<file path="config.mk">
export PLATFORM = sky130hd
export DESIGN_NAME = macTop
export DESIGN_NICKNAME = d
export VERILOG_FILES = /design/src/design/macPkg.sv /design/src/design/reduceIf.sv /design/src/design/partialProducts.sv /design/src/design/wallaceTree.sv /design/src/design/accumulator.sv /design/src/design/macControl.sv /design/src/design/macTop.sv
export VERILOG_INCLUDE_DIRS = /design/src /design/src/design
export SDC_FILE = /design/constraint.sdc
export NUM_CORES = 1
export LEC_CHECK = 0
export BUFFER_PORTS_ARGS = -buffer_cell sky130_fd_sc_hd__buf_2
export CAP_MARGIN = 20
export CORE_UTILIZATION = 42
export CTS_CLUSTER_SIZE = 30
export DETAILED_ROUTE_END_ITERATION = 10
export PLACE_DENSITY = 0.66
export SETUP_SLACK_MARGIN = 0.1
export SLEW_MARGIN = 15
export SYNTH_ARGS = -nofsm -noshare
export SYNTH_HDL_FRONTEND = slang
export SYNTH_SLANG_ARGS = --single-unit
</file>
<file path="constraint.sdc">
create_clock -name clk -period 12.25 [get_ports clk]
set_input_delay 0.6125 -clock clk [delete_from_list [all_inputs] [get_ports clk]]
set_output_delay 0.6125 -clock clk [all_outputs]
set_load 0.02 [all_outputs]
</file>
<file path="src/design/mac_config.svh">
`ifndef MAC_CONFIG_SVH
`define MAC_CONFIG_SVH

// ----------------------------------------------------------------------
// Datapath widths
// ----------------------------------------------------------------------

// Each operand. The tree wiring assumes 6.
`define MAC_OPERAND_WIDTH 6

// Full product of two operands.
`define MAC_PRODUCT_WIDTH 12

`define MAC_ACC_WIDTH 16 // Accumulator and result.

`endif

</file>
<file path="src/design/macPkg.sv">
`include "mac_config.svh"

package macPkg;

  // ----------------------------------------------------------------------
  // Command opcodes
  // ----------------------------------------------------------------------

  typedef enum logic [1:0]
  {
    OP_NOP = 2'b00, // No effect, no result.
    OP_MUL = 2'b01, // Load product.
    OP_MAC = 2'b10, // Add product.
    OP_CLR = 2'b11  // Clear accumulator and overflow.
  } macOp;

  // ----------------------------------------------------------------------
  // Multiplier datapath types
  // ----------------------------------------------------------------------

  // Sum and carry rows leaving the tree, weight aligned to the product.
  typedef logic [`MAC_PRODUCT_WIDTH-1:0] productRow;

  // One partial product per multiplier bit, row i has weight 2^i.
  typedef logic [`MAC_OPERAND_WIDTH-1:0][`MAC_OPERAND_WIDTH-1:0] ppRows;

endpackage

</file>
<file path="src/design/reduceIf.sv">
`timescale 1ns/1ps

interface reduceIf;
  import macPkg::*;

  productRow sumRow;   // Registered sum row.
  productRow carryRow; // Registered carry row.
  logic stageValid;    // Command sampled one edge ago.
  macOp stageOp;       // Its opcode.

  modport tree
  (
    output sumRow,
    output carryRow
  );

  modport ctrl
  (
    output stageValid,
    output stageOp
  );

  modport acc
  (
    input sumRow,
    input carryRow,
    input stageValid,
    input stageOp
  );

endinterface

</file>
<file path="src/design/partialProducts.sv">
`timescale 1ns/1ps

`include "mac_config.svh"

module partialProducts
(
  input  logic [`MAC_OPERAND_WIDTH-1:0] a,
  input  logic [`MAC_OPERAND_WIDTH-1:0] b,
  output macPkg::ppRows                 rows
);

  // ----------------------------------------------------------------------
  // AND array
  // ----------------------------------------------------------------------

  // Row i is the multiplicand gated by multiplier bit i.
  always_comb
  begin
    for (int i = 0; i < `MAC_OPERAND_WIDTH; i++)
    begin
      rows[i] = a & {`MAC_OPERAND_WIDTH{b[i]}};
    end
  end

endmodule

</file>
<file path="src/design/wallaceTree.sv">
`timescale 1ns/1ps

`include "mac_config.svh"

module wallaceTree
(
  input  logic          clk,
  input  logic          rst,
  input  macPkg::ppRows rows,
  reduceIf.tree         red
);
  import macPkg::*;

  // Bit rows[k][j] carries weight j+k.
  logic l0Ha1S, l0Ha1C, l0Fa1S, l0Fa1C, l0Fa2S, l0Fa2C;
  logic l0Fa3S, l0Fa3C, l0Fa4S, l0Fa4C, l0Ha2S, l0Ha2C;
  logic l1Ha1S, l1Ha1C, l1Fa1S, l1Fa1C, l1Fa2S, l1Fa2C;
  logic l1Fa3S, l1Fa3C, l1Fa4S, l1Fa4C, l1Ha2S, l1Ha2C;
  logic l2Ha1S, l2Ha1C, l2Fa1S, l2Fa1C, l2Fa2S, l2Fa2C;
  logic l2Fa3S, l2Fa3C, l2Fa4S, l2Fa4C, l2Fa5S, l2Fa5C;
  logic l3Ha1S, l3Ha1C, l3Ha2S, l3Ha2C, l3Fa1S, l3Fa1C;
  logic l3Fa2S, l3Fa2C, l3Fa3S, l3Fa3C, l3Fa4S, l3Fa4C;
  logic l3Ha4S, l3Ha4C, l3Ha5S, l3Ha5C;

  productRow sumComb;
  productRow carryComb;

  task automatic halfAdder(input logic x, y, output logic s, c);
    s = x ^ y;
    c = x & y;
  endtask

  task automatic fullAdder(input logic x, y, z, output logic s, c);
    logic w;
    w = x ^ y;
    s = w ^ z;
    c = (w & z) | (x & y);
  endtask

  // ----------------------------------------------------------------------
  // Reduction levels
  // ----------------------------------------------------------------------

  always_comb
  begin
    // Level 0 folds rows 0 to 2.
    halfAdder(rows[0][1], rows[1][0], l0Ha1S, l0Ha1C);
    fullAdder(rows[0][2], rows[1][1], rows[2][0], l0Fa1S, l0Fa1C);
    fullAdder(rows[0][3], rows[1][2], rows[2][1], l0Fa2S, l0Fa2C);
    fullAdder(rows[0][4], rows[1][3], rows[2][2], l0Fa3S, l0Fa3C);
    fullAdder(rows[0][5], rows[1][4], rows[2][3], l0Fa4S, l0Fa4C);
    halfAdder(rows[1][5], rows[2][4], l0Ha2S, l0Ha2C);

    // Level 1 folds rows 3 to 5.
    halfAdder(rows[3][1], rows[4][0], l1Ha1S, l1Ha1C);
    fullAdder(rows[3][2], rows[4][1], rows[5][0], l1Fa1S, l1Fa1C);
    fullAdder(rows[3][3], rows[4][2], rows[5][1], l1Fa2S, l1Fa2C);
    fullAdder(rows[3][4], rows[4][3], rows[5][2], l1Fa3S, l1Fa3C);
    fullAdder(rows[3][5], rows[4][4], rows[5][3], l1Fa4S, l1Fa4C);
    halfAdder(rows[4][5], rows[5][4], l1Ha2S, l1Ha2C);

    halfAdder(l0Ha1C, l0Fa1S, l2Ha1S, l2Ha1C);
    fullAdder(l0Fa1C, l0Fa2S, rows[3][0], l2Fa1S, l2Fa1C);
    fullAdder(l0Fa2C, l1Ha1S, l0Fa3S, l2Fa2S, l2Fa2C);
    fullAdder(l0Fa3C, l1Fa1S, l0Fa4S, l2Fa3S, l2Fa3C);
    fullAdder(l0Fa4C, l1Fa2S, l0Ha2S, l2Fa4S, l2Fa4C);
    fullAdder(l0Ha2C, l1Fa3S, rows[2][5], l2Fa5S, l2Fa5C);

    halfAdder(l2Ha1C, l2Fa1S, l3Ha1S, l3Ha1C);
    halfAdder(l2Fa1C, l2Fa2S, l3Ha2S, l3Ha2C);
    fullAdder(l2Fa2C, l1Ha1C, l2Fa3S, l3Fa1S, l3Fa1C);
    fullAdder(l2Fa3C, l1Fa1C, l2Fa4S, l3Fa2S, l3Fa2C);
    fullAdder(l2Fa4C, l1Fa2C, l2Fa5S, l3Fa3S, l3Fa3C);
    fullAdder(l2Fa5C, l1Fa4S, l1Fa3C, l3Fa4S, l3Fa4C); // Column 8 has three bits.
    halfAdder(l1Fa4C, l1Ha2S, l3Ha4S, l3Ha4C);
    halfAdder(l1Ha2C, rows[5][5], l3Ha5S, l3Ha5C);
  end

  // Two rows left, both aligned to product weight.
  always_comb
  begin
    sumComb  = {1'b0, l3Ha5S, l3Ha4S, l3Fa4S, l3Fa3S, l3Fa2S, l3Fa1S,
                l3Ha2S, l3Ha1S, l2Ha1S, l0Ha1S, rows[0][0]};
    carryComb = {l3Ha5C, l3Ha4C, l3Fa4C, l3Fa3C, l3Fa2C, l3Fa1C,
                 l3Ha2C, l3Ha1C, 4'b0000};
  end

  // ----------------------------------------------------------------------
  // Stage-1 pipeline register
  // ----------------------------------------------------------------------

  always_ff @(posedge clk)
  begin
    if (rst)
    begin
      red.sumRow   <= '0;
      red.carryRow <= '0;
    end
    else
    begin
      red.sumRow   <= sumComb;
      red.carryRow <= carryComb;
    end
  end

endmodule

</file>
<file path="src/design/accumulator.sv">
`timescale 1ns/1ps

`include "mac_config.svh"

module accumulator
(
  input  logic                      clk,
  input  logic                      rst,
  reduceIf.acc                      red,
  input  logic                      accLoad,
  input  logic                      accAdd,
  input  logic                      accClear,
  output logic [`MAC_ACC_WIDTH-1:0] acc,
  output logic                      carryOut
);
  import macPkg::*;

  productRow                 product;
  logic [`MAC_ACC_WIDTH-1:0] productExt;
  logic [`MAC_ACC_WIDTH:0]   addSum;

  // ----------------------------------------------------------------------
  // Carry-propagate adder
  // ----------------------------------------------------------------------

  always_comb
  begin : rippleAdd
    logic c;
    c = 1'b0;
    for (int i = 0; i < `MAC_PRODUCT_WIDTH; i++)
    begin
      product[i] = red.sumRow[i] ^ red.carryRow[i] ^ c;
      c = (red.sumRow[i] & red.carryRow[i]) | ((red.sumRow[i] ^ red.carryRow[i]) & c);
    end
  end

  assign productExt = {{(`MAC_ACC_WIDTH - `MAC_PRODUCT_WIDTH){1'b0}}, product};

  // Bit 16 is the wrap out of the accumulator.
  assign addSum   = {1'b0, acc} + {1'b0, productExt};
  assign carryOut = addSum[`MAC_ACC_WIDTH];

  // ----------------------------------------------------------------------
  // Accumulator register
  // ----------------------------------------------------------------------

  always_ff @(posedge clk)
  begin
    if (rst)
    begin
      acc <= '0;
    end
    else if (accClear)
    begin
      acc <= '0;
    end
    else if (accLoad)
    begin
      acc <= productExt; // MUL.
    end
    else if (accAdd)
    begin
      acc <= addSum[`MAC_ACC_WIDTH-1:0]; // MAC, wraps.
    end
  end

endmodule

</file>
<file path="src/design/macControl.sv">
`timescale 1ns/1ps

module macControl
(
  input  logic         clk,
  input  logic         rst,
  input  logic         cmdValid,
  input  macPkg::macOp cmdOp,
  reduceIf.ctrl        red,
  input  logic         carryOut,
  output logic         accLoad,
  output logic         accAdd,
  output logic         accClear,
  output logic         resultValid,
  output logic         overflow
);
  import macPkg::*;

  // ----------------------------------------------------------------------
  // Stage 1 command tags
  // ----------------------------------------------------------------------

  always_ff @(posedge clk)
  begin
    if (rst)
    begin
      red.stageValid <= 1'b0;
      red.stageOp    <= OP_NOP;
    end
    else
    begin
      red.stageValid <= cmdValid;
      red.stageOp    <= cmdOp;
    end
  end

  // ----------------------------------------------------------------------
  // Stage 2 decode
  // ----------------------------------------------------------------------

  always_comb
  begin
    accLoad  = 1'b0;
    accAdd   = 1'b0;
    accClear = 1'b0;
    if (red.stageValid)
    begin
      case (red.stageOp)
        OP_MUL: accLoad = 1'b1;
        OP_MAC: accAdd = 1'b1;
        OP_CLR: accClear = 1'b1;
        default: ;
      endcase
    end
  end

  always_ff @(posedge clk)
  begin
    if (rst)
    begin
      resultValid <= 1'b0;
      overflow    <= 1'b0;
    end
    else
    begin
      resultValid <= red.stageValid && (red.stageOp != OP_NOP);
      if (accClear)
        overflow <= 1'b0;
      else if (accAdd && carryOut)
        overflow <= 1'b1; // Sticky until CLR.
    end
  end

endmodule

</file>
<file path="src/design/macTop.sv">
`timescale 1ns/1ps

`include "mac_config.svh"

module macTop
(
  input  logic                          clk,
  input  logic                          rst,
  input  logic                          cmdValid,
  input  macPkg::macOp                  cmdOp,
  input  logic [`MAC_OPERAND_WIDTH-1:0] a,
  input  logic [`MAC_OPERAND_WIDTH-1:0] b,
  output logic [`MAC_ACC_WIDTH-1:0]     result,
  output logic                          resultValid,
  output logic                          overflow
);
  import macPkg::*;

  ppRows rows;
  logic  accLoad;
  logic  accAdd;
  logic  accClear;
  logic  carryOut;

  reduceIf red ();

  // ----------------------------------------------------------------------
  // Stage 1, multiply
  // ----------------------------------------------------------------------

  partialProducts uPartial
  (
    .a    (a),
    .b    (b),
    .rows (rows)
  );

  wallaceTree uTree
  (
    .clk  (clk),
    .rst  (rst),
    .rows (rows),
    .red  (red.tree)
  );

  // ----------------------------------------------------------------------
  // Stage 2, accumulate
  // ----------------------------------------------------------------------

  macControl uControl
  (
    .clk         (clk),
    .rst         (rst),
    .cmdValid    (cmdValid),
    .cmdOp       (cmdOp),
    .red         (red.ctrl),
    .carryOut    (carryOut),
    .accLoad     (accLoad),
    .accAdd      (accAdd),
    .accClear    (accClear),
    .resultValid (resultValid),
    .overflow    (overflow)
  );

  accumulator uAcc
  (
    .clk      (clk),
    .rst      (rst),
    .red      (red.acc),
    .accLoad  (accLoad),
    .accAdd   (accAdd),
    .accClear (accClear),
    .acc      (result),
    .carryOut (carryOut)
  );

endmodule

</file>
==> results of run 1 <==
-- metrics by stage --
step	util, %	setup slack [ns]	instance area, um^2	instances	power (mW)
2_1_floorplan	-	8.13	2850	305	0.216
5_1_grt	49.9	7.66	3220	417	0.386
6_report	49.9	7.85	3220	417	0.361
4_1_cts	49.9	7.86	3220	417	0.365
3_5_place_dp	47.9	7.89	3090	410	0.239
3_3_place_gp	47.9	8.00	3090	410	0.237
-- power groups by stage --
stage               logic (mW)  clock network, mW  registers, mW
global route             0.107              0.134          0.145
floorplan               0.0687                  0          0.148
global placement        0.0902                  0          0.147
CTS                     0.0926              0.128          0.144
finish                  0.0921              0.125          0.144
detailed placement      0.0925                  0          0.147
-- cell type report --
cell class                      count  area (um^2)  area share [%]
Sequential cell                    40          801            24.9
Clock inverter                      2         60.1            1.86
Inverter                           29          109            3.38
Multi-Input combinational cell    229         1910            59.3
Timing Repair Buffer               35          178            5.51
Tap cell                           77         96.3            2.99
Clock buffer                        5         68.8            2.14
-- logic make-up (layout without fill, tap and decap cells) --
kind of cell               after synthesis  after routing  share of synthesized area, %
xor gates and xnor gates                 5              5                          1.54
muxes                                    4              4                          1.41
buffers and inverters                   36             71                          4.83
DFF                                     40             40                          28.1
and+or+nand+nor                        110            110                          22.1
AOI/OAI and AO/OA                       63             63                          15.0
adders and majority gates               47             47                          27.0
-- final timing paths --
kind,startpoint,end,slack [ns],cells past startpoint
max reg2reg,uTree.red.sumRow[4],uAcc.acc[11],7.85,15
min,uAcc.acc[2],uAcc.acc[2],0.48,2
max,uTree.red.sumRow[4],uAcc.acc[11],7.85,15
min reg2reg,uAcc.acc[2],uAcc.acc[2],0.48,2
-- metal layers --
layer  routed length (um)  up-vias  GRT usage [%]
li1                     -     1102              -
met1                 2700     1015           21.5
met2                 2580       47           28.6
met3                  206        3           3.05
met4                   20        0           5.39
met5                    0        -              0
-- flip-flops by register name, indices dropped and copies added, names as in the netlist --
register,count
uControl.red.stageValid,1
uControl.overflow,1
uControl.resultValid,1
uAcc.acc,16
uTree.red.carryRow,8
uControl.red.stageOp,2
uTree.red.sumRow,11
-- worst register-to-register path, cell delays in order, from the launching register on --
cell,delay [ns]
dfxtp_1,0.33
ha_1,0.16
inv_1,0.05
fa_1,0.38
fa_1,0.39
fa_1,0.39
fa_1,0.39
fa_1,0.39
fa_1,0.49
inv_1,0.05
ha_1,0.36
nand2_1,0.09
nor3_2,0.18
a211oi_1,0.09
or4_1,0.48
o211ai_1,0.10
-- placed cells by master, fill, tap and decap left out, types with 3 or more instances in the layout --
cell type | Yosys | routed
a211oi_1 | 4 | 4
a21o_1 | 4 | 4
a21oi_1 | 14 | 14
a22oi_1 | 9 | 9
and2_1 | 36 | 36
buf_2 | 2 | 34
clkbuf_8 | 0 | 5
dfxtp_1 | 40 | 40
fa_1 | 24 | 24
ha_1 | 23 | 23
inv_1 | 29 | 29
mux2i_1 | 4 | 4
nand2_1 | 13 | 13
nand2b_1 | 5 | 5
nor2_1 | 15 | 15
nor2b_1 | 23 | 23
nor3_1 | 4 | 4
o211ai_1 | 4 | 4
o21ai_0 | 7 | 7
xor2_1 | 3 | 3
==> results.ini, run 1 <==
[cells_and_area]
antennaDiodeCount = 0
drive_above_1_share_pct = 13.2
layout.nets = 404
syn_to_final_growth_pct = 13.1
fillers = 644

[sta]
setup_violations = 0
hold_viol = 0
slew_headroom_pct = 39.7
rsz0062_at_grt = false
whs_ns = 0.482
fin_setup_tns_ns = 0
min_period_ns = 4.40
max_freq_ghz = 0.228
finalCritPeriodShare_pct = 35.9
tightest_slew_ns = 0.902
finClkSkew_ns = 0.00726
report.final.slew_viol_count = 0

[floorplanning]
fp.dieW_um = 84.3
rows = 29
die_area_um2 = 7110
fp.dieH_um = 84.3
core-area_um2 = 6460
ios = 35
initial_core_util_pct = 44.1

[placement]
dp_hpwl_um = 4280
portBuffers = 34
gp_congestion = 0.888

[power]
powerDensity_nw_per_um2 = 112
p_comb_share_pct = 25.5
switchingPower_mw = 0.102
power_frac_seq_pct = 39.9
p_sw_share_pct = 28.2
p_leak_nw = 1.49
p_clk_share_pct = 34.6
internal-power_mw = 0.259
vdd_ir_drop_max_v = 0.0000375

[global_route]
track_usage_pct = 16.7
antenna_found_initial = 0
grt_pass1_wl_um = 9490
grt_pass1_vias = 2064
grt-ovfl-total = 0
grt_max_degree = 28

[synthesis]
synth_warnings = 0
netlist_area_um2 = 2850
netlist_top_cells_count = dfxtp_1, and2_1, inv_1, fa_1
synth_edf_count = 0
yosys-top-cells-area = dfxtp_1, fa_1, ha_1
yosysSeqAreaShare_pct = 28.1
synth_flop_cell = dfxtp_1
syn_area_per_cell_um2 = 9.34
synth.top_cell.area_share_pct = 28.1
ys_seq_elements = 40
netlist_instances = 305
synthArstFlopShare_pct = 0
synth_area_leader_cell = dfxtp_1
yosysMostFrequentCell = dfxtp_1
synth_cell_types = 51
synth_fp_nets = 369

[flow_run]
maxCapViolations = 0

[clock_tree]
path_clk_slew_ns = 0.08
cts_buffer_depth = 2
cts_made_buffers = 5
cts_resized = 0
clock_sinks = 40
clock_latency_ns = 0.30
root_buffer = clkbuf_8
cts-hold-fix-buffers = 0
htree_num_levels = 2
cts_tree = yes
cts_setup_buffers = 0

[setup_path]
critical_path_class = register to register
cp.required_ns = 12.47
worstPathArrival_ns = 4.62
startpoint_type = register
crit_top_cell = fa_1
max_stage_delay_ns = 0.49
critPathCaptureType = register
slowest_stage = fa_1
path_delay_family = adder cells
path_cells = ha_1 > inv_1 > fa_1 > fa_1 > fa_1 > fa_1 > fa_1 > fa_1 > inv_1 > ha_1 > nand2_1 > nor3_2 > a211oi_1 > or4_1 > o211ai_1
crit_fanout = 5
path_buf_inv = 2

[drt]
drt_iter0_markers = 57
vias_per_cell = 5.20
wirelength_um = 5510
drc = 6
via_count = 2167
first_pass_iters = 7
wl_per_cell_um = 13.2
ant_nets = 0

[outcome]
violations = design-rule violations
status = finished with violations

[worst_hold_path]
hp-class = register to register

(Power assumes the default switching activity.)
==> run 2: changes to the inputs <==
--- a/config.mk
+++ b/config.mk
@@ -6,12 +6,13 @@
 export SDC_FILE = /design/constraint.sdc
 export NUM_CORES = 1
 export LEC_CHECK = 0
+export ABC_AREA = 1
 export BUFFER_PORTS_ARGS = -buffer_cell sky130_fd_sc_hd__buf_2
 export CAP_MARGIN = 20
 export CORE_UTILIZATION = 42
 export CTS_CLUSTER_SIZE = 30
 export DETAILED_ROUTE_END_ITERATION = 10
-export PLACE_DENSITY = 0.66
+export PLACE_DENSITY = 0.68
 export SETUP_SLACK_MARGIN = 0.1
 export SLEW_MARGIN = 15
 export SYNTH_ARGS = -nofsm -noshare
==> constraint.sdc (replaced) <==
create_clock -name clk -period 3.7 [get_ports clk]
set_input_delay 0.185 -clock clk [delete_from_list [all_inputs] [get_ports clk]]
set_output_delay 0.185 -clock clk [all_outputs]
set_load 0.02 [all_outputs]
==> run 2 against run 1 <==
  * The run ends with negative setup slack left
  * Cell area increased by 15%
  * Combinational power rose to 4.2 times the previous value
  * Clock skew up 0.0053 ns
  * Highest routed layer unchanged
==> results.ini, run 2 <==
[clock_tree]
path_clk_slew_ns = 0.08
clock_sinks = 40
cts_made_buffers = 5
cts-hold-fix-buffers = 0
clock_latency_ns = 0.30
cts_buffer_depth = 2
htree_num_levels = 2
cts_tree = yes
root_buffer = clkbuf_8

[cells_and_area]
largest_register = uAcc.acc
layout_commonest_cell = inv_1
final_cell_mix = inv_1, nand2_1, nor2_1
antennaDiodeCount = 0
syn_to_final_growth_pct = 22.5
drive_above_1_share_pct = 20.1
largest_register_ffs = 16
layout.nets = 546
top_regs = uAcc.acc (16), uTree.red.sumRow (11), uTree.red.carryRow (8)
final_cells = 578

[power]
p_sw_share_pct = 30.9
internal-power_mw = 0.888
switchingPower_mw = 0.397
power_frac_seq_pct = 37.3
p_leak_nw = 2.02
p_comb_share_pct = 29.9
vdd_ir_drop_max_v = 0.000165
finalPower_mw = 1.28
powerDensity_nw_per_um2 = 346
p_clk_share_pct = 32.8

[placement]
gp_congestion = 0.868
dp_hpwl_um = 4890
dp.cells = 567
portBuffers = 34

[floorplanning]
ios = 35
initial_core_util_pct = 44.1
die_area_um2 = 7560
fp.dieH_um = 86.9
rows = 30
fp.dieW_um = 86.9
core-area_um2 = 6870

[sta]
rsz0062_at_grt = true
finalCritPeriodShare_pct = 104
report.final.slew_viol_count = 0
slew_headroom_pct = 39.7
layout_setup_ws_ns = -0.159
hold_viol = 0
min_period_ns = 3.86
max_freq_ghz = 0.259
finClkSkew_ns = 0.0126
tightest_slew_ns = 0.901
setup_violations = 5

[setup_path]
slowest_stage = fa_2
worstPathArrival_ns = 4.05
crit_top_cell = fa_2
critical_path_class = register to register
cp.required_ns = 3.89
path_cells = ha_4 > inv_2 > fa_2 > fa_2 > fa_2 > fa_2 > fa_2 > fa_2 > inv_2 > ha_4 > inv_2 > o21bai_1 > a22oi_1 > nand2_2 > nand3_2 > nand2_1 > nor2_1
startpoint_type = register
max_stage_delay_ns = 0.55
crit_fanout = 4
critPathCaptureType = register
reg2regPathDepth = 17
r2r_slack_ns = -0.16

[drt]
drt_iter0_markers = 75
vias_per_cell = 4.60
first_pass_iters = 4
wirelength_um = 6490
drc = 0
wl_per_cell_um = 11.2
via_count = 2661
ant_nets = 0

[outcome]
status = finished with violations
violations = negative setup slack

[synthesis]
netlist_instances = 434
synth-xor-area-share_pct = 1.73
synth_cell_types = 25
synth_warnings = 0
synth-adder-area-share_pct = 25.4
synth_top_family_by_area = adder cells
synth_flop_cell = dfxtp_1
synth_area_leader_cell = dfxtp_1
netlist_area_um2 = 3030
synthSimpleGateAreaFrac_pct = 24.2
syn_area_per_cell_um2 = 6.98
synth_edf_count = 0
yosysMostFrequentCell = inv_1
muxShareOfSynthArea_pct = 0
synth.top_cell.area_share_pct = 26.4
synth_compound_area_share_pct = 6.85
yosys-top-cells-area = dfxtp_1, fa_1, inv_1
yosysSeqAreaShare_pct = 26.4
ys_seq_elements = 40
synth_fp_nets = 498
netlist_top_cells_count = inv_1, nand2_1, nor2_1, dfxtp_1, fa_1
synthArstFlopShare_pct = 0

[global_route]
grt_pass1_vias = 2575
grt_max_degree = 25
grt_pass1_wl_um = 11200
track_usage_pct = 18.8
antenna_found_initial = 0
grt-ovfl-total = 0

[flow_run]
maxCapViolations = 0

[worst_hold_path]
hp-class = input port to register
whs_path_depth = 3

-- run 2: cell types whose count changed in the layout (fill, tap and decap cells not counted), sizes merged, moves of 5 or more --
cell / delta
buf: +11
nor2b: -23
nand2b: -5
nand2: +100
a21oi: +7
inv: +90
nand3: +13
nor2: +28
a22oi: -8
and2: -36
-- run 2: area by class of cell --
| cell class | count | area [um^2] |
|---|---|---|
| Multi-Input combinational cell | 270 | 1940 |
| Inverter | 119 | 447 |
| Timing Repair Buffer | 46 | 272 |
| Sequential cell | 40 | 803 |
| Clock buffer | 5 | 68.8 |
| Clock inverter | 2 | 60.1 |
| Fill cell | 645 | 3160 |
| Tap cell | 96 | 120 |
-- run 2: final timing paths --
path | from | endpoint
min reg2reg | uControl.overflow | uControl.overflow
max reg2reg | uTree.red.sumRow[4] | uAcc.acc[15]
max | uTree.red.sumRow[4] | uAcc.acc[15]
min | cmdOp[1] | uControl.red.stageOp[1]
-- run 2: metrics by stage --
step                setup WS, ns  setup TNS (ns)  utilization [%]  hold WS (ns)  instance area [um^2]
global route              -0.298           -1.32             54.0        0.0723                  3710
global placement         -0.0798          -0.213             49.4         0.384                  3390
CTS                       -0.132          -0.607             52.7        0.0865                  3620
floorplan                0.00479               0                -         0.254                  3070
finish                    -0.159          -0.478             54.0        0.0925                  3710
detailed placement        -0.153          -0.543             49.4         0.394                  3390
-- run 2: per-layer routing --
layer,global-route usage [%],routed length [um],vias up
met5,0,0,-
met4,6.06,133,0
met3,2.94,217,14
met2,34.0,3220,59
met1,22.8,2920,1212
li1,-,-,1376
-- run 2: timing repair --
item	in CTS	in global routing
setup buffers	1	4
pin swaps	8	10
setup endpoints to repair	7	7
gates resized for setup	19	21
-- run 2: cells by family after synthesis --
| logic type | after synthesis |
|---|---|
| compound gates | 38 |
| xor+xnor | 6 |
| fa+ha+maj | 47 |
| buf+inv | 124 |
| flops | 40 |
| simple gates | 179 |
-- run 2: worst max-delay path, delay by kind of cell (launching register included) --
family | cells | cell delay [ns]
adders and majority gates | 8 | 2.72
AOI/OAI and AO/OA | 2 | 0.27
DFF | 1 | 0.35
buffers and inverters | 3 | 0.12
and+or+nand+nor | 4 | 0.30
-- run 2: power by group through the flow --
| stage | clock [mW] | combinational (mW) | sequential [mW] |
|---|---|---|---|
| finish | 0.421 | 0.384 | 0.479 |
| global route | 0.451 | 0.446 | 0.483 |
| global placement | 0 | 0.340 | 0.486 |
| detailed placement | 0 | 0.355 | 0.487 |
| floorplan | 0 | 0.253 | 0.488 |
| CTS | 0.427 | 0.368 | 0.479 |
